## src/icache_ram.sv

```systemverilog
`timescale 1ns/10ps

module icache_ram #(
    parameter int WIDTH      = 32,
    parameter int DEPTH_LOG2 = 7
) (
    input  logic                  clk,
    input  logic                  we,
    input  logic [DEPTH_LOG2-1:0] waddr,
    input  logic [WIDTH-1:0]      wdata,
    input  logic                  re,
    input  logic [DEPTH_LOG2-1:0] raddr,
    output logic [WIDTH-1:0]      rdata
);

    logic [WIDTH-1:0] mem [1 << DEPTH_LOG2];

    // write port
    always_ff @(posedge clk) begin
        if (we) begin
            mem[waddr] <= wdata;
        end
    end

    // registered read, holds last word while re is low
    always_ff @(posedge clk) begin
        if (re) begin
            rdata <= mem[raddr];  // old data on same-address write
        end
    end

endmodule

```

## config.mk

```make
export PLATFORM = sky130hd
export DESIGN_NAME = icache_ram
export DESIGN_NICKNAME = d
export VERILOG_FILES = /design/src/icache_ram.sv
export SDC_FILE = /design/constraint.sdc
export NUM_CORES = 2
export LEC_CHECK = 0
export ABC_AREA = 0
export BUFFER_PORTS_ARGS = -buffer_cell sky130_fd_sc_hd__buf_2
export CAP_MARGIN = 5
export CORE_MARGIN = 8
export CORE_UTILIZATION = 63
export DETAILED_ROUTE_END_ITERATION = 10
export PLACE_DENSITY = 0.79
export SYNTH_ARGS = -nofsm -noshare
export SYNTH_HDL_FRONTEND = slang
export SYNTH_SLANG_ARGS = --single-unit
```

## constraint.sdc

```tcl
create_clock -name clk -period 4.4 [get_ports clk]
set_input_delay 0.44 -clock clk [delete_from_list [all_inputs] [get_ports clk]]
set_output_delay 0.44 -clock clk [all_outputs]
set_load 0.005 [all_outputs]
```

# Word-level counts from Yosys, hierarchy flattened
# Memories as Yosys holds them, arrays and structs flattened. A register that Yosys moved wholly into a read port is not among the register bits.
# Index checks and enable logic that the tools add are counted.
# totals
word_cells	3
ramBits	4096
register_bits	0
out_inout_bits	32
memories	1
inputBits	49
# memory_table
memory	depth	width	read_ports	rd_ports_with_merged_regs	wr	line	text
mem	128	32	1	1	1	16	logic [WIDTH-1:0] mem [1 << DEPTH_LOG2];
# classes
n_mux	2
# op_table
cell	count
$mux W1	2

# Logic depth before layout (Yosys ltp)
# depth
word_depth	2
ltp_mapped	8
depth_no_buf	4

# Worst setup path after synthesis
# OpenSTA, ideal clock, no wires.
# synth_path
path_kind	input-to-reg
startpoint	input port we
endpoint	memory mem[98][0] (enable)
slack_ns	0.721
t_arrival_ns	3.218
stages	3
n_path_buf	1
t_required_ns	3.939
setup_time_ns	0.461
path_cell_list	clkbuf_1 > nand4_1 > nor3_1
# synth_via
elab_chain_len	2
# synth_rtl
item	line	text
start, declared	8	input logic we,
$mux W1	20	if (we) begin
$mux W1 (implied by the code)	21	mem[waddr] <= wdata;
end, declared	16	
# Every way passes these cells.

==> metrics.md <==
| Metric | Value |
|---|---|
| Dpl cell area | `about 160000 sq um` |
| Share of layout cells above drive strength 1 | `36.2%` |
| Initial DRT Pass Iterations | `6` |
| Most frequent cells in the layout | `edfxtp_1 (4128), mux4_2 (1344), clkbuf_16 (400)` |
| Flop and latch count out of synthesis | `roughly 4100` |
| Crit path time final | `roughly 3.1 ns` |
| Pins over their slew limit | `0` |
| Area growth, synth to finish | `13.0%` |
| Vias/cell | `7.95` |
| Ranking of synthesized cells by area | `edfxtp_1 (79%), mux4_2 (19%), clkbuf_1 (0.44%), nor2_1 (0.29%), buf_2 (0.25%)` |
| Total negative slack | `0 ns` |
| Fill count | `roughly 12000` |
| Pwr Density | `about 470 nW/um^2` |
| Core area | `roughly 250000 sq um` |
| Startpoint Class | `input pin` |
| VDD IR max | `0.437 mV` |
| CTS max path bufs | `4` |
| Critical hold path startpoint | `wdata[27]` |
| Status | `finished clean` |
| Clock transition at the registers of the reported paths | `approximately 0.080 ns` |
| Worst slew margin | `roughly 7.6%` |
| Wirelength per Cell | `49.6 um` |
| Area leader, netlist | `edfxtp_1` |
| Initial antenna violation count | `73` |
| DP HPWL | `232000 um` |
| Required @ worst endpoint | `around 5.2 ns` |
| Root buffer cell | `clkbuf_16` |
| Vias in the first global route | `around 80000` |
| Total number of vias | `80800` |
| Post-DRT Antenna Nets | `0` |
| Crit path max fanout | `28` |
| Area of the multi-input gates | `between 30000 and 40000 sq um` |
| Synth warn | `0` |
| Die H | `515 um` |
| Final setup viols | `0` |
| F_max | `318 MHz` |
| IO buf count | `80` |
| FP Rows | `~180` |
| Final Util | `between 70% and 80%` |
| Final RePlAce weighted congestion | `0.860` |
| Max-cap violations | `0` |
| Syn Area/Cell | `roughly 26 sq um` |
| Grt ovf | `0` |
| RSZ-0062 raised after global routing | `false` |
| Cell count after synthesis | `between 5000 and 6000` |
| Kind of critical path | `input pin to register` |
| WP data arrival | `just under 4 ns` |
| TritonCTS clock tree | `yes` |
| Worst r2r dst | `rdata[28]$_DFFE_PP_` |
| Post-CTS Setup Repair Bufs | `0` |
| Area occupied by registers | `124000 sq um` |
| Final WL | `~500000 um` |
| Synthesized area | `about 160000 sq um` |
| Period utilisation layout | `between 70% and 80%` |
| H-tree Lvls | `5` |
| Net Count, Synth | `6039` |
| R2R cell count | `4` |
| Sequential fraction of the synthesis area | `about four fifths` |
| R2r setup slk | `1.46 ns` |
| Crit. End Element | `register` |
| Layout Skew | `roughly 0.053 ns` |
| Worst hold path type | `input pin to register` |
| Slew @ Worst Pin | `1.39 ns` |
| Hold Path Stages | `1` |
| Critical R2R Launch | `mem[72][28]$_DFFE_PP_` |
| Die Area | `roughly 260000 sq um` |
| CTS Buf Count | `about 390` |
| Commonest non-fill, non-tap cell in the layout | `edfxtp_1` |
| Yosys cell types | `16` |
| Sink Count | `roughly 4100` |
| Static leakage | `roughly 54 nW` |
| Hold EP | `mem[92][27]$_DFFE_PP_` |
| CTS Hold Bufs | `7` |
| Post_cts resized | `0` |
| DR DRC count | `0` |
| Synth top area share | `about four fifths` |
| Starting density of the core | `around 63%` |
| Final net count | `about 6500` |
| Pin count of the biggest net entering global routing | `98` |
| Die Wd | `515 um` |
| Worst-Skew Late Latency | `between 1 and 1.5 ns` |
| Design Area, Final | `~180000 sq um` |
| First-pass GRT wire length | `approximately 670000 um` |
| Final Hold Violating Endpoints | `0` |
| DR iter-0 viols | `around 19000` |
| Io pins | `between 80 and 90` |
| Overall global routing resource usage | `around 37%` |
-- metal layers --
layer	share of wire (%)	up-vias	track usage, %
met5	0.085	-	0.685
met4	7.7	60	22.4
met3	17	2132	13.0
met2	46	10100	56.1
met1	29	41100	46.4
li1	-	27400	-
-- state kept, by name, summed over array words and instances, names as in the netlist --
| name | cells |
|---|---|
| mem | 4096 |
| rdata | 32 |
-- how the worst max path moves through the flow --
stage	slack, ns	startpoint	cells past startpoint	end
finish	1.26	raddr[0]	8	rdata[8]$_DFFE_PP_
global route	1.28	raddr[0]	8	rdata[8]$_DFFE_PP_
CTS	1.37	raddr[0]	8	rdata[8]$_DFFE_PP_
detailed placement	0.46	raddr[0]	8	rdata[7]$_DFFE_PP_
global placement	0.48	raddr[0]	8	rdata[8]$_DFFE_PP_
floorplan	0.72	we	3	mem[98][0]$_DFFE_PP_
-- synthesized netlist by cell type, drive strengths merged --
master and number:
edfxtp 4128, mux4 1344, clkbuf 182, buf 134
nor2 122, mux2 32, nand2 14, nand3 12
nor3 9, nor2b 7, nand4 3, nand2b 2
or3 1
-- metrics by stage --
stage	hold slack, ns	worst slack (ns)	power [mW]	cells
3_5_place_dp	0.905	0.456	48.6	9412
5_1_grt	0.0401	1.28	83.5	10100
4_1_cts	0.00836	1.37	81.8	10100
6_report	0.0643	1.26	82.4	10200
3_3_place_gp	0.905	0.481	48.5	9412
2_1_floorplan	0.539	0.721	46.4	5990
-- power breakdown --
| group | internal (mW) | switching (mW) | leakage, nW |
|---|---|---|---|
| Clock | 18.6 | 15.6 | 5.95 |
| Sequential | 43.4 | 0.200 | 37.1 |
| Combinational | 1.66 | 2.93 | 11.2 |
| Total | 63.7 | 18.7 | 54.3 |
-- cell type report --
type                    count  area share (%)
multi-input cells        1546            18.3
flip-flops and latches   4128            70.1
well taps                3330            2.36
clock inverters           208            1.09
diodes                     67          0.0948
repair buffers            415            2.31
clock buffers             476            5.82
-- critical path, stage by stage --
cell,delay [ns]
buf_12,0.32
buf_12,0.33
buf_12,0.23
buf_12,0.22
mux4_2,0.60
mux4_2,0.54
mux4_2,0.75
mux2_2,0.37
-- kinds of logic after synthesis --
| family | after synthesis | synth area share, % |
|---|---|---|
| buf+inv | 316 | 0.837 |
| flops | 4128 | 79.2 |
| mux | 1376 | 19.6 |
| simple gates | 170 | 0.445 |
No activity file was read; power rests on OpenSTA's default activity.
