$ cat config.mk
export PLATFORM = sky130hd
export DESIGN_NAME = icache_refill
export DESIGN_NICKNAME = d
export VERILOG_FILES = /design/src/icache_pkg.sv /design/src/icache_refill.sv
export SDC_FILE = /design/constraint.sdc
export NUM_CORES = 1
export LEC_CHECK = 0
export ABC_AREA = 1
export BUFFER_PORTS_ARGS = -buffer_cell sky130_fd_sc_hd__buf_2
export CAP_MARGIN = 30
export CORE_MARGIN = 2
export CORE_UTILIZATION = 30
export CTS_CLUSTER_SIZE = 16
export DETAILED_ROUTE_END_ITERATION = 6
export PLACE_DENSITY_LB_ADDON = 0.25
export SETUP_SLACK_MARGIN = 0.5
export SLEW_MARGIN = 25
export SYNTH_ARGS = -nofsm -noshare
export SYNTH_HDL_FRONTEND = slang
export SYNTH_SLANG_ARGS = --single-unit
$ cat constraint.sdc
create_clock -name clk -period 2.4 [get_ports clk]
set_input_delay 0.48 -clock clk [delete_from_list [all_inputs] [get_ports clk]]
set_output_delay 0.48 -clock clk [all_outputs]
set_load 0.02 [all_outputs]
$ cat src/icache_pkg.sv
package icache_pkg;

    // fetch side widths
    localparam int ADDR_W = 32;
    localparam int WORD_W = 32;

    // byte offset inside one instruction word
    localparam int BYTE_OFF_W = 2;

    // associativity, the tree lru below is built for exactly four
    localparam int WAY_NUM = 4;
    localparam int WAY_W   = 2;

    // lookup fsm
    typedef enum logic [1:0] {
        IDLE        = 2'b00,  // waiting for the stage to release the arrays
        HIT_JUDGE   = 2'b01,  // tags valid for pc, compare this cycle
        LOAD_MEMORY = 2'b11   // line refill in flight
    } lookup_state_e;

    // refill fsm
    typedef enum logic [1:0] {
        R_IDLE = 2'b00,
        R_ADDR = 2'b01,  // ar held until accepted
        R_DATA = 2'b10   // collecting r beats up to last
    } refill_state_e;

    // ar channel payload
    typedef struct packed {
        logic [ADDR_W-1:0] addr;  // line aligned
        logic [7:0]        len;   // beats minus one
    } axi_ar_t;

    // r channel payload
    typedef struct packed {
        logic [WORD_W-1:0] data;
        logic              last;
    } axi_r_t;

endpackage
$ cat src/icache_refill.sv
`timescale 1ns/10ps

module icache_refill
    import icache_pkg::*;
#(
    parameter  int OFFSET_WIDTH = 5,
    localparam int BANK_W       = OFFSET_WIDTH - BYTE_OFF_W,
    localparam int BANK_NUM     = 1 << BANK_W
) (
    input  logic                clk,
    input  logic                rst,
    input  logic                miss_req,
    input  logic [ADDR_W-1:0]   line_addr,
    input  logic [BANK_W-1:0]   word_off,
    output axi_ar_t             ar,
    output logic                arvalid,
    input  logic                arready,
    input  axi_r_t              r,
    input  logic                rvalid,
    output logic                rready,
    output logic [BANK_NUM-1:0] bank_we,
    output logic [WORD_W-1:0]   fill_data,
    output logic                fill_done,
    output logic [WORD_W-1:0]   saved_word
);

    refill_state_e     state_q;
    logic [BANK_W-1:0] beat_cnt;  // bank of the next beat
    axi_ar_t           ar_q;
    logic              beat;

    assign arvalid   = (state_q == R_ADDR);
    assign rready    = (state_q == R_DATA);
    assign ar        = ar_q;
    assign beat      = rready & rvalid;
    assign fill_data = r.data;
    assign fill_done = beat & r.last;

    // one bank per beat, in burst order
    always_comb begin
        bank_we           = '0;
        bank_we[beat_cnt] = beat;
    end

    always_ff @(posedge clk) begin
        if (rst) begin
            state_q  <= R_IDLE;
            beat_cnt <= '0;
        end else begin
            case (state_q)
                R_IDLE: if (miss_req) state_q <= R_ADDR;
                R_ADDR: if (arready) state_q <= R_DATA;
                R_DATA: begin
                    if (beat) begin
                        beat_cnt <= beat_cnt + 1'b1;
                        if (r.last) begin
                            state_q  <= R_IDLE;
                            beat_cnt <= '0;
                        end
                    end
                end
                default: state_q <= R_IDLE;
            endcase
        end
    end

    // request payload frozen for the whole burst
    always_ff @(posedge clk) begin
        if (state_q == R_IDLE && miss_req) begin
            ar_q.addr <= {line_addr[ADDR_W-1:OFFSET_WIDTH], {OFFSET_WIDTH{1'b0}}};
            ar_q.len  <= 8'(BANK_NUM - 1);
        end
        if (beat && beat_cnt == word_off) begin
            saved_word <= r.data;  // critical word for the stalled fetch
        end
    end

endmodule

# Yosys cells after proc, flatten, opt, wreduce, memory -nomap -nowiden
# Cells that the tools add are included.
[totals]
regBits = 64
in_bits = 73
output_inout_bits = 115
word_cells = 31
[op_classes]
n_addsub = 1
order_cmp = 2
n_eq_ne = 7
mux = 8
bitwise_logic = 3
n_reduce_logical = 6
[op_table]
columns = ["op", "n"]
rows = [
  ["bitwise AND 8 bit", 1],
  ["two-way mux 2 bit", 4],
  ["case mux 2 bit (3 select lines)", 1],
  ["< comparator 3 x 4 -> 1 bit, second input constant", 1],
  ["!= test 2 x 1 -> 1 bit, second input constant", 2],
  ["!= test 2 bit, second input constant", 2],
  ["AND reduction 4 bit", 1],
  ["adder 3 x 1 -> 3 bit, second input constant", 1],
  ["demux 1 bit (select 3 bit)", 1],
  ["equality test 3 bit", 1],
  ["greater-or-equal comparator 3 x 1 -> 1 bit, second input constant", 1],
  ["logical AND 1 bit", 3],
  ["two-way mux 3 bit", 1],
  ["bitwise AND 1 bit", 2],
  ["equality test 2 x 1 -> 1 bit, second input constant", 1],
  ["equality test 2 bit, second input constant", 1],
  ["zero test 2 bit", 1],
  ["AND reduction 2 bit", 1],
  ["two-way mux 1 bit", 1],
]

# Depth between registers and ports, before layout
[logic_depth]
word_depth = 5
mapped_depth = 6
depth_no_buf = 6

# Worst setup path before layout
# OpenSTA, ideal clock, no wires.
[synth_path]
path_type = "flip-flop to flip-flop"
start = "register state_q[1]"
end = "register saved_word[0] (enable)"
setup_time_ns = 0.421
arrival_time_ns = 2.078
required_ns = 1.979
slack_ns = -0.099
path_stages_with_launch = 5
path_buffers = 0
synth_period_minus_slack_ns = 2.499
path_cell_list = "dfxtp_1 > inv_2 > nor2_4 > nand2_4 > nor2_1"
[synth_between]
elab_chain_len = 3
[synth_lines]
columns = ["element", "line_no", "source"]
rows = [
  ["start, declared", "icache_refill.sv:27", "refill_state_e state_q;"],
  ["start signal, assigned", "icache_refill.sv:47", "state_q <= R_IDLE;"],
  ["start signal, assigned", "icache_refill.sv:51", "R_IDLE: if (miss_req) state_q <= R_ADDR;"],
  ["start signal, assigned", "icache_refill.sv:52", "R_ADDR: if (arready) state_q <= R_DATA;"],
  ["equality test 2 bit", "icache_refill.sv:33", "assign rready = (state_q == R_DATA);"],
  ["via rready", "icache_refill.sv:20", "output logic rready,"],
  ["bitwise AND 1 bit", "icache_refill.sv:35", "assign beat = rready & rvalid;"],
  ["logical AND 1 bit", "icache_refill.sv:73", "if (beat && beat_cnt == word_off) begin"],
  ["end signal, assigned", "icache_refill.sv:74", "saved_word <= r.data;"],
  ["end, declared", "icache_refill.sv:24", "output logic [WORD_W-1:0] saved_word"],
]
# The timed path passes the listed nets, and every way through them passes these cells.
# A chain may end at the register's enable or synchronous reset.

# Worst setup path in the final report
[layout_path]
start = "register state_q[1]"
end = "output port bank_we[0]"
[layout_between]
elab_chain_len = 3
[layout_lines]
columns = ["element", "line_no", "source"]
rows = [
  ["equality test 2 bit", "icache_refill.sv:33", ""],
  ["bitwise AND 1 bit", "icache_refill.sv:35", ""],
  ["bitwise AND 8 bit (no line)", "n/a", ""],
  ["end, declared", "icache_refill.sv:21", "output logic [BANK_NUM-1:0] bank_we,"],
]
# No other way between the ends.

==> metrics.yaml <==
cts:
  root_buffer: "clkbuf_8"
  cts_hold_buffers: 0
  clk_pin_slew_ns: 0.07
  clock_path_buffers: 2
  clock_sinks: 64
  clk_latency_ns: 0.33
  cts_max_level: 3
  cts_made_buffers: 9
  cts_tree: "built"
cells_and_area:
  fin_util_pct: 43.5
  drive_gt1_share_pct: 63.4
  n_antenna_cell: 0
  layout_common_cells: "buf_2 (161), edfxtp_1 (59), nand2_1 (15)"
  syn2layout_area_growth_pct: 42.3
  stdcell_area_mm2: 0.00354
  layout.nets: 394
  final_common_cell: "buf_2"
worst_setup_path:
  rr_startpoint: "beat_cnt[0]$_SDFFE_PP0P_"
  worst_setup_path_end_kind: "primary output"
  critPathKind: "flop to primary output"
  timing.rr.end: "saved_word[3]$_DFFE_PP_"
  crit_end: "bank_we[0]"
  cp.arrival_ns: 1.39
  rrSetupSlack_ns: 0.86
  cp-startpoint: "state_q[1]$_SDFFE_PP0P_"
  cp-start-kind: "flop"
  crit_fanout: 4
  worstPathRequired_ns: 1.92
  reg2reg_depth: 4
timing:
  rsz0062_at_grt: "true"
  finClkSkew_ns: 0.00545
  hold_viol_final: 0
  drv_slew: 0
  setup_tns_ns: 0
  max_freq_mhz: 535
  setup_viol: 0
  holdWs_ns: 0.322
  period_share_pct: 77.9
  period_minus_slack_ns: 1.87
placement:
  dpl_cell_area_mm2: 0.00319
  io_buffers: 169
  place.gp.congestion: 0.770
  hpwl_um: 4010
job:
  maxCapViolations: 0
pwr:
  power_w: 0.00264
  leakage_nw: 1.59
  ir_worst_vdd_mv: 0.263
  power_density_mw_per_mm2: 747
global_routing:
  grt-ovfl-total: 0
  track_usage_pct: 10.6
  grt_pass1_vias: 1502
  grt_start_max_net_pins: 33
  grt_pass1_wl_um: 7040
  antenna_found_initial: 0
drt:
  drt_pass1_iterations: 3
  vias: 1697
  wl_per_cell_um: 12.4
  ant_nets: 0
  drt-initial-drc-count: 26
  viasPerCell: 3.95
  routed_wl_um: 5320
  drc: 0
floorplanning:
  fp.dieW_um: 95.0
  ios: 188
  chipHeight_um: 95.0
  coreArea_mm2: 0.00813
  die_area_mm2: 0.00903
  num_rows: 33
  start_util_pct: 30.6
status:
  outcome: "finished clean"
yosys:
  mappedNetlistArea_mm2: 0.00249
  ys_ff_latch: 64
  ys_types: 16
  avgSynthCellArea_um2: 14.8
  ys_seq_area_share_pct: 75.3
  synthCells: 168
  yosysWarnings: 0
hold_path:
  hp-class: "input pin to flop"
  min_from: "line_addr[12]"
[through the flow]
| stage | std cells | worst slack [ns] |
|---|---|---|
| detailed placement | 410 | 0.641 |
| floorplan | 179 | 0.675 |
| finish | 430 | 0.531 |
| global placement | 410 | 0.680 |
| CTS | 429 | 0.500 |
| global route | 430 | 0.441 |
[layer usage]
layer  wire [um]  GRT usage (%)
met4          72           3.99
met3         484           4.58
met2        2830           17.8
met5           0              0
met1        1930           12.0
[worst max-delay path, stage by stage (launching register included)]
cell	delay (ns)
dfxtp_4	0.36
inv_2	0.04
nor2_4	0.11
nand2_4	0.06
or2_4	0.26
nor2_2	0.11
buf_6	0.13
[state kept, by name (all words and copies together), names as in the netlist]
| signal | cells |
|---|---|
| saved_word | 32 |
| beat_cnt | 3 |
| ar | 27 |
| state_q | 2 |
[worst min path at each step]
stage | to | slack [ns] | depth (start not counted)
6_report | ar[20]$_DFFE_PP_ | 0.32 | 1
4_1_cts | ar[20]$_DFFE_PP_ | 0.30 | 1
3_5_place_dp | beat_cnt[0]$_SDFFE_PP0P_ | 0.53 | 2
3_3_place_gp | beat_cnt[1]$_SDFFE_PP0P_ | 0.54 | 2
2_1_floorplan | beat_cnt[1]$_SDFFE_PP0P_ | 0.50 | 2
5_1_grt | ar[23]$_DFFE_PP_ | 0.29 | 1
[synthesized netlist by cell type]
| cell type | number | share of area, % |
|---|---|---|
| xnor2_1 | 3 | 1.1 |
| nand2_4 | 1 | 0.45 |
| a21oi_1 | 4 | 0.81 |
| nand4_1 | 2 | 0.50 |
| nand2_1 | 17 | 2.6 |
| conb_1 | 2 | 0.30 |
| dfxtp_1 | 5 | 4.0 |
| inv_1 | 8 | 1.2 |
| buf_4 | 45 | 14 |
| ha_1 | 1 | 0.50 |
| nor2_1 | 17 | 2.6 |
| nor2_4 | 1 | 0.45 |
| nand3_1 | 1 | 0.20 |
| edfxtp_1 | 59 | 71 |
| inv_2 | 1 | 0.15 |
| or2_4 | 1 | 0.35 |
[report_power, final]
part	internal, W	total (W)	leakage (nW)	switching, W
combinational	0.0000934	0.000270	0.889	0.000176
clock	0.000691	0.00110	0.117	0.000411
sequential	0.00126	0.00127	0.587	0.0000103
total	0.00205	0.00264	1.59	0.000598
[cell type report]
| cell class | count | area (um^2) |
|---|---|---|
| Clock inverter | 7 | 119 |
| Sequential cell | 64 | 1880 |
| Inverter | 9 | 33.8 |
| Multi-Input combinational cell | 61 | 324 |
| Clock buffer | 9 | 124 |
| Timing Repair Buffer | 175 | 930 |
| Tap cell | 105 | 131 |
| Fill cell | 775 | 4600 |
[repair_timing]
action,CTS,global route
pin swaps,1,3
setup endpoints to repair,8,8
setup buffers,3,1
gates resized for setup,8,19
[cell families after synthesis]
family	Yosys count	share of synthesized area (%)
AOI/OAI and AO/OA	4	0.805
xor gates and xnor gates	3	1.06
adders and majority gates	1	0.503
buffers and inverters	54	14.9
DFF	64	75.3
other	2	0.302
and+or+nand+nor	40	7.10
Note: power is estimated with default switching activity, not from simulation.
