==> src/icache_pkg.sv <==
package icache_pkg;

    // fetch side widths
    localparam int ADDR_W = 32;
    localparam int WORD_W = 32;

    // byte offset inside one instruction word
    localparam int BYTE_OFF_W = 2;

    // associativity, the tree lru below is built for exactly four
    localparam int WAY_NUM = 4;
    localparam int WAY_W   = 2;

    // lookup fsm
    typedef enum logic [1:0] {
        IDLE        = 2'b00,  // waiting for the stage to release the arrays
        HIT_JUDGE   = 2'b01,  // tags valid for pc, compare this cycle
        LOAD_MEMORY = 2'b11   // line refill in flight
    } lookup_state_e;

    // refill fsm
    typedef enum logic [1:0] {
        R_IDLE = 2'b00,
        R_ADDR = 2'b01,  // ar held until accepted
        R_DATA = 2'b10   // collecting r beats up to last
    } refill_state_e;

    // ar channel payload
    typedef struct packed {
        logic [ADDR_W-1:0] addr;  // line aligned
        logic [7:0]        len;   // beats minus one
    } axi_ar_t;

    // r channel payload
    typedef struct packed {
        logic [WORD_W-1:0] data;
        logic              last;
    } axi_r_t;

endpackage
==> src/icache_lookup.sv <==
`timescale 1ns/10ps

module icache_lookup
    import icache_pkg::*;
#(
    parameter  int INDEX_WIDTH  = 7,
    parameter  int OFFSET_WIDTH = 5,
    localparam int TAG_W        = ADDR_W - INDEX_WIDTH - OFFSET_WIDTH,
    localparam int BANK_W       = OFFSET_WIDTH - BYTE_OFF_W,
    localparam int BANK_NUM     = 1 << BANK_W
) (
    input  logic                                    clk,
    input  logic                                    rst,
    input  logic [ADDR_W-1:0]                       pc,
    input  logic                                    inst_en,
    input  logic                                    fetch_stall,
    input  logic [WAY_NUM-1:0][TAG_W:0]             tag_rd,
    input  logic [WAY_NUM-1:0][BANK_NUM-1:0][WORD_W-1:0] word_rd,
    input  logic [WAY_W-1:0]                        victim_way,
    input  logic [WORD_W-1:0]                       saved_word,
    input  logic                                    fill_done,
    output logic [WORD_W-1:0]                       inst_rdata,
    output logic                                    stall,
    output logic                                    miss_req,
    output logic [ADDR_W-1:0]                       line_addr,
    output logic [BANK_W-1:0]                       word_off,
    output logic                                    touch,
    output logic [WAY_W-1:0]                        touch_way,
    output logic [WAY_W-1:0]                        hit_way
);

    localparam int SET_NUM = 1 << INDEX_WIDTH;

    logic [TAG_W-1:0]       pc_tag;
    logic [INDEX_WIDTH-1:0] pc_index;
    logic [BANK_W-1:0]      pc_off;  // word within the line

    lookup_state_e      state_q;
    logic [WAY_NUM-1:0] valid_q [SET_NUM];
    logic [WAY_NUM-1:0] hit_mask;
    logic               hit;
    logic               judge;
    logic [WAY_W-1:0]   victim_q;  // way being refilled
    logic [WORD_W-1:0]  hit_word;

    assign pc_tag   = pc[ADDR_W-1 -: TAG_W];
    assign pc_index = pc[OFFSET_WIDTH +: INDEX_WIDTH];
    assign pc_off   = pc[BYTE_OFF_W +: BANK_W];

    // tag entry is {tag, valid}
    always_comb begin
        for (int w = 0; w < WAY_NUM; w++) begin
            hit_mask[w] = valid_q[pc_index][w] & tag_rd[w][0]
                        & (tag_rd[w][TAG_W:1] == pc_tag);
        end
    end

    assign hit = |hit_mask;

    always_comb begin
        hit_way = '0;
        for (int w = 0; w < WAY_NUM; w++) begin
            if (hit_mask[w]) hit_way = WAY_W'(w);
        end
    end

    assign judge    = (state_q == HIT_JUDGE);
    assign hit_word = word_rd[hit_way][pc_off];

    // after a refill the idle cycle hands out the critical word
    assign inst_rdata = (judge && hit) ? hit_word : saved_word;
    assign stall      = (state_q == LOAD_MEMORY) | (judge & inst_en & ~hit);
    assign miss_req   = (state_q == LOAD_MEMORY) & ~fill_done;
    assign line_addr  = {pc[ADDR_W-1:OFFSET_WIDTH], {OFFSET_WIDTH{1'b0}}};
    assign word_off   = pc_off;

    // while refilling, touch_way also names the way the top writes
    assign touch     = (judge & inst_en & hit) | fill_done;
    assign touch_way = (state_q == LOAD_MEMORY) ? victim_q : hit_way;

    always_ff @(posedge clk) begin
        if (rst) begin
            state_q <= IDLE;
        end else begin
            case (state_q)
                IDLE:        if (!fetch_stall) state_q <= HIT_JUDGE;
                HIT_JUDGE:   if (inst_en && !hit) state_q <= LOAD_MEMORY;
                LOAD_MEMORY: if (fill_done) state_q <= IDLE;
                default:     state_q <= IDLE;
            endcase
        end
    end

    // the arrays power up with junk, so valid lives here
    always_ff @(posedge clk) begin
        if (rst) begin
            for (int s = 0; s < SET_NUM; s++) begin
                valid_q[s] <= '0;
            end
        end else if (fill_done) begin
            valid_q[pc_index][victim_q] <= 1'b1;
        end
    end

    always_ff @(posedge clk) begin
        if (judge && inst_en && !hit) begin
            victim_q <= victim_way;  // plru may move before the fill ends
        end
    end

endmodule

==> config.mk <==
export PLATFORM = sky130hd
export DESIGN_NAME = icache_lookup
export DESIGN_NICKNAME = d
export VERILOG_FILES = /design/src/icache_pkg.sv /design/src/icache_lookup.sv
export SDC_FILE = /design/constraint.sdc
export NUM_CORES = 2
export LEC_CHECK = 0
export BUFFER_PORTS_ARGS = -buffer_cell sky130_fd_sc_hd__clkbuf_2
export CAP_MARGIN = 20
export CELL_PAD_IN_SITES_DETAIL_PLACEMENT = 1
export CELL_PAD_IN_SITES_GLOBAL_PLACEMENT = 1
export CORE_AREA = 5 5 478 480
export DETAILED_ROUTE_END_ITERATION = 8
export DIE_AREA = 0 0 483 485
export HOLD_SLACK_MARGIN = 0.12
export PLACE_DENSITY = 0.48
export SKIP_LAST_GASP = 1
export SLEW_MARGIN = 40
export SYNTH_ARGS = -nofsm -noshare
export SYNTH_HDL_FRONTEND = slang
export SYNTH_SLANG_ARGS = --single-unit
==> constraint.sdc <==
create_clock -name clk -period 8.3 [get_ports clk]
set_input_delay 1.66 -clock clk [delete_from_list [all_inputs] [get_ports clk]]
set_output_delay 1.66 -clock clk [all_outputs]
set_load 0.01 [all_outputs]
# ---- Word-level counts from Yosys, hierarchy flattened
# Memories as Yosys holds them, arrays and structs flattened.
# Cells that the tools add are included.
dict set report word_totals {
  regBits 4
  ram_bits 512
  input_bits 1179
  output_inout_bits 74
  memories 1
}
dict set report classes {
  magnitude_cmp 4
  n_eq_ne 9
  n_mux 23
  bitwise_logic 16
  n_reduce_logical 10
}
# name depth word_bits rd rd_clocked_by_memory_dff write_ports line
set mem_list {}
lappend mem_list {valid_q 128 4 1 0 128 icache_lookup.sv:39} ;# logic [WAY_NUM-1:0] valid_q [SET_NUM];
# cell count
set ops {}
lappend ops {{256-bit binary-select mux with 2-bit select} 1}
lappend ops {{256-bit two-way mux} 1}
lappend ops {{32-bit binary-select mux with 3-bit select} 1}
lappend ops {{20-bit == test} 4}
lappend ops {{32-bit two-way mux} 2}
lappend ops {{1-bit bitwise AND} 12}
lappend ops {{2-bit two-way mux} 6}
lappend ops {{4-bit two-way mux} 3}
lappend ops {{4-bit OR reduction} 2}
lappend ops {{7-bit two-way mux} 1}
lappend ops {{2-bit by 3-bit less-than comparator with 1-bit output (second input constant)} 2}
lappend ops {{1-bit two-way mux} 6}
lappend ops {{2-bit case mux with 3 select lines} 1}
lappend ops {{1-bit logical AND} 5}
lappend ops {{3-bit by 4-bit less-than comparator with 1-bit output (second input constant)} 1}
lappend ops {{2-bit != test (second input constant)} 2}
lappend ops {{3-bit AND reduction} 1}
lappend ops {{1-bit demux with 2-bit select} 1}
lappend ops {{2-bit by 1-bit == test with 1-bit output (second input constant)} 1}
lappend ops {{2-bit == test (second input constant)} 1}
lappend ops {{2-bit by 1-bit greater-or-equal comparator with 1-bit output (second input constant)} 1}
lappend ops {{2-bit zero test} 1}
lappend ops {{2-bit by 1-bit != test with 1-bit output (second input constant)} 1}
lappend ops {{1-bit NOT} 2}
lappend ops {{2 further kinds} 3}

# ---- Longest topological paths before layout
# An unclocked memory read counts as a cell.
dict set report depth {
  word_depth 11
  depth_mapped 20
}

# ---- Worst setup path after synthesis
# No wires, ideal clock.
dict set report synth_timing {
  path_type {input-to-output}
  from {input port pc[6]}
  to {output port inst_rdata[10]}
  arrival_time_ps 4696
  slack_ps 1944
  cell_stages 14
  path_buffers 5
  path_cell_list {buf_6 -> buf_6 -> buf_6 -> mux4_2 -> mux2i_1 -> nor3_1 -> or4b_4 -> o31a_1 -> buf_2 -> buf_6 -> a211o_1 -> a32oi_1 -> o21ai_1 -> a41oi_1}
}
dict set report synth_between {
  elab_chain_len 11
  word_cells_on_any_way 19
}
# item line
set synth_rtl {}
lappend synth_rtl {{start: declaration} icache_lookup.sv:14} ;# input logic [ADDR_W-1:0] pc,
lappend synth_rtl {{memory read 128 x 4 bit (*)} --}
lappend synth_rtl {{1-bit bitwise AND} icache_lookup.sv:53} ;# hit_mask[w] = valid_q[pc_index][w] & tag_rd[w][0]
lappend synth_rtl {{1-bit bitwise AND} icache_lookup.sv:54} ;# & (tag_rd[w][TAG_W:1] == pc_tag);
lappend synth_rtl {{1-bit two-way mux} icache_lookup.sv:63} ;# if (hit_mask[w]) hit_way = WAY_W'(w);
lappend synth_rtl {{2-bit two-way mux (2 in a row)} icache_lookup.sv:63}
lappend synth_rtl {{256-bit binary-select mux with 2-bit select} icache_lookup.sv:68} ;# assign hit_word = word_rd[hit_way][pc_off];
lappend synth_rtl {{256-bit two-way mux (implied by the code)} icache_lookup.sv:68}
lappend synth_rtl {{32-bit binary-select mux with 3-bit select} icache_lookup.sv:68}
lappend synth_rtl {{32-bit two-way mux (implied by the code)} icache_lookup.sv:68}
lappend synth_rtl {{32-bit two-way mux (*)} icache_lookup.sv:71} ;# assign inst_rdata = (judge && hit) ? hit_word : saved_word;
lappend synth_rtl {{end: declaration} icache_lookup.sv:22} ;# output logic [WORD_W-1:0] inst_rdata,
# Every way passes the cells marked *; elsewhere a longest branch is shown, timed or not. The select of a mux whose other input is x is not followed.

# ---- Worst setup path after layout
dict set report layout_timing {
  from {input port pc[6]}
  to {output port inst_rdata[2]}
}
# The elaborated chain is that of the path after synthesis.

==> impl_metrics.toml <==
[place]
dp_hpwl_mm = 308
placed_cells = 8509
place_area_um2 = 46200
finalWeightedCongestion = 0.990
portBuffers = 1245

[grt]
antenna_found_initial = 305
grt_overflow = 0
grt_first_pass_wirelength_mm = 441
track_usage_pct = 28.5
grt_max_degree = 99
grt_pass1_vias = 41214

[synth]
yosysTopAreaCell = "dfxtp_1"
syn_area_um2 = 32800
yosys_warnings = 0
synthCells = 4131
synth_top_area_share_pct = 31.4
ys_seq_area_share_pct = 31.6
synthMostInstantiatedCell = "o22ai_1"
synth_seq_cells = 516
synthTopCellsByCount = "594 x o22ai_1, 532 x inv_1, 514 x dfxtp_1, 421 x nand2_1, 213 x clkbuf_1"
synth_edf_count = 2
synth_area_leaders = "dfxtp_1 31%, o22ai_1 11%, inv_1 6.1%, mux2i_1 5.7%, nand2_1 4.8%"
async_flop_share_pct = 0
synth.distinct_cells = 99
postSynthAreaPerCell_um2 = 7.94
synthFlopType = "dfxtp_1"

[critical_path]
crit_buf_inv = 8
arrival_ns = 6.57
crit_family = "buffers and inverters"
crit_slowest_cell = "mux4_2"
path_cells = "buf_4 -> buf_12 -> mux4_2 -> mux2i_1 -> buf_4 -> o22ai_1 -> a211o_1 -> o21bai_2 -> o21a_4 -> buf_12 -> buf_12 -> buf_4 -> mux2_2 -> mux2i_1 -> buf_4 -> o2111ai_1 -> o22ai_1 -> a41oi_1 -> clkbuf_2"
cpMostUsedCell = "buf_4"
slowest_delay_ns = 0.60
cp_max_fo = 28
critical_path_required_ns = 6.64
cp-start-kind = "input pin"
path_class = "input pin to output port"
worstSetupEndpointType = "output port"

[sta]
setup_viol = 0
finalCritPeriodShare_pct = 99.1
tightest_slew_ns = 0.935
slew_violations = 0
slew_headroom_pct = 37.5
finalHoldViolations = 0
max_freq_ghz = 0.122
post-route-min-period_ns = 8.23
rsz0062_at_grt = "false"
finalSetupTns_ns = 0
clock_skew_ns = 0.0381

[finish]
finalCoreUtilization_pct = 21.8
syn_to_final_growth_pct = 48.7
layout.cells.non_filler = 8778
drive_gt1_share_pct = 37.5
finalNetCount = 6759
design_area_um2 = 48800
multi_input_area_um2 = 18700
fill_cells = 26933
ff_latch_area_um2 = 10300

[cts]
cts_tree = "built"
insertion_delay_ns = 0.65
cts_made_buffers = 60
cts_resized = 1
cts_sinks = 516
ctsHoldBuffers = 0
cts-root-buf = "clkbuf_16"
clockBufferDepth = 3
post_cts_buffers = 0
htreeDepth = 2
clkTransAtPathRegs_ns = 0.05

[status]
outcome = "finished clean"

[die]
io_pins = 1253
coreArea_um2 = 224000
die_w_um = 483
die_h_um = 485
num_rows = 174
start_util_pct = 14.7
dieArea_um2 = 234000

[route]
first_pass_iters = 8
ant_nets = 0
post_drt_wl_per_cell_um = 40.3
avgViaCountPerCell = 4.77
drc = 0
drtIter0Drc = 4006
vias = 41912
wl_mm = 353

[pwr]
power.total_uw = 6870
p_leak_uw = 0.0199
power_per_cell_area_nw_per_um2 = 141
ir_drop_mv = 0.180

[hold_path]
hold_path.class = "register to register"

[job]
maxCapViolations = 0
-- routing by layer --
layer,vias up,wire (µm),track usage [%]
met5,-,807,0
li1,18207,-,-
met4,124,16300,11.0
met2,2115,153000,43.8
met1,20947,142000,34.8
met3,519,40500,13.0
-- area by class of cell --
cell class                 instances  area share (%)
inverter                         535            4.12
clock buffer                      81            3.45
clock inverter                    30           0.954
tap                             2992            7.68
sequential                       516            21.2
multi-input combinational       2673            38.3
antenna                          157           0.806
timing repair buffer            1794            23.5
-- cell usage in the layout (no fill, tap or decap), types with 21 or more instances in the layout --
master     synthesis  routed
o21ai_0          124     121
clkbuf_2           0    1239
a211o_1           66      66
diode_2            0     157
nand3_1           79      78
and3_1            69      69
a22oi_1           49      49
a32oi_1           24      24
buf_12             0      79
nand4_1           21      21
o221ai_1          34      34
a31oi_1           23      22
clkbuf_16          0      61
buf_4             69     464
o21a_1            36      35
nor3_1            59      56
inv_1            532     531
mux4_2            50      50
o211ai_1          81      81
nand2_1          421     418
xnor2_1           52      52
xor2_1            28      28
a221oi_1          46      46
nor2_1            67      61
dfxtp_1          514     514
a21oi_1          155     155
a21o_1            21      21
mux2i_1          187     186
o22ai_1          594     594
mux2_2           104     104
-- cell families (layout without fill, tap and decap cells) --
family	after synthesis	after routing	synth area share, %
AOI/OAI and AO/OA	1406	1406	29.0
buffers and inverters	946	2440	12.3
and+or+nand+nor	840	840	12.2
DFF	516	516	31.6
muxes	342	342	12.7
xor gates and xnor gates	80	80	2.14
other	1	162	0.0114
-- worst min-delay path: cells and delay by family, from the launching register on --
family	cells	cell delay, ns
DFF	1	0.31
buffers and inverters	1	0.05
AOI/OAI and AO/OA	1	0.06
-- state kept, by name (all words and copies together), names as in the netlist --
signal and flops:
victim_q 2, valid_q 512, state_q 2
-- power breakdown --
group          leakage [µW]  internal, µW  switching [µW]
Clock               0.00105          1790            1140
Combinational        0.0147           564             900
Sequential          0.00416          2480            3.09
Total                0.0199          4830            2040
-- worst paths after layout --
path / start / to / slack [ns] / depth (start not counted)
worst max-delay path: pc[6] / inst_rdata[2] / 0.07 / 19
worst max register to register: valid_q[7][1] / victim_q[0] / 4.11 / 13
worst min-delay path: valid_q[6][3] / valid_q[6][3] / 0.47 / 2
worst min register to register: valid_q[6][3] / valid_q[6][3] / 0.47 / 2
-- stage by stage --
step	worst slack [ns]	hold WS (ns)
after global routing	0.0364	0.487
after floorplan	1.94	0.439
after CTS	0.0762	0.472
final	0.0736	0.471
after global placement	0.0212	0.455
after detailed placement	0.0254	0.463
Note: power is estimated with default switching activity, not from simulation.
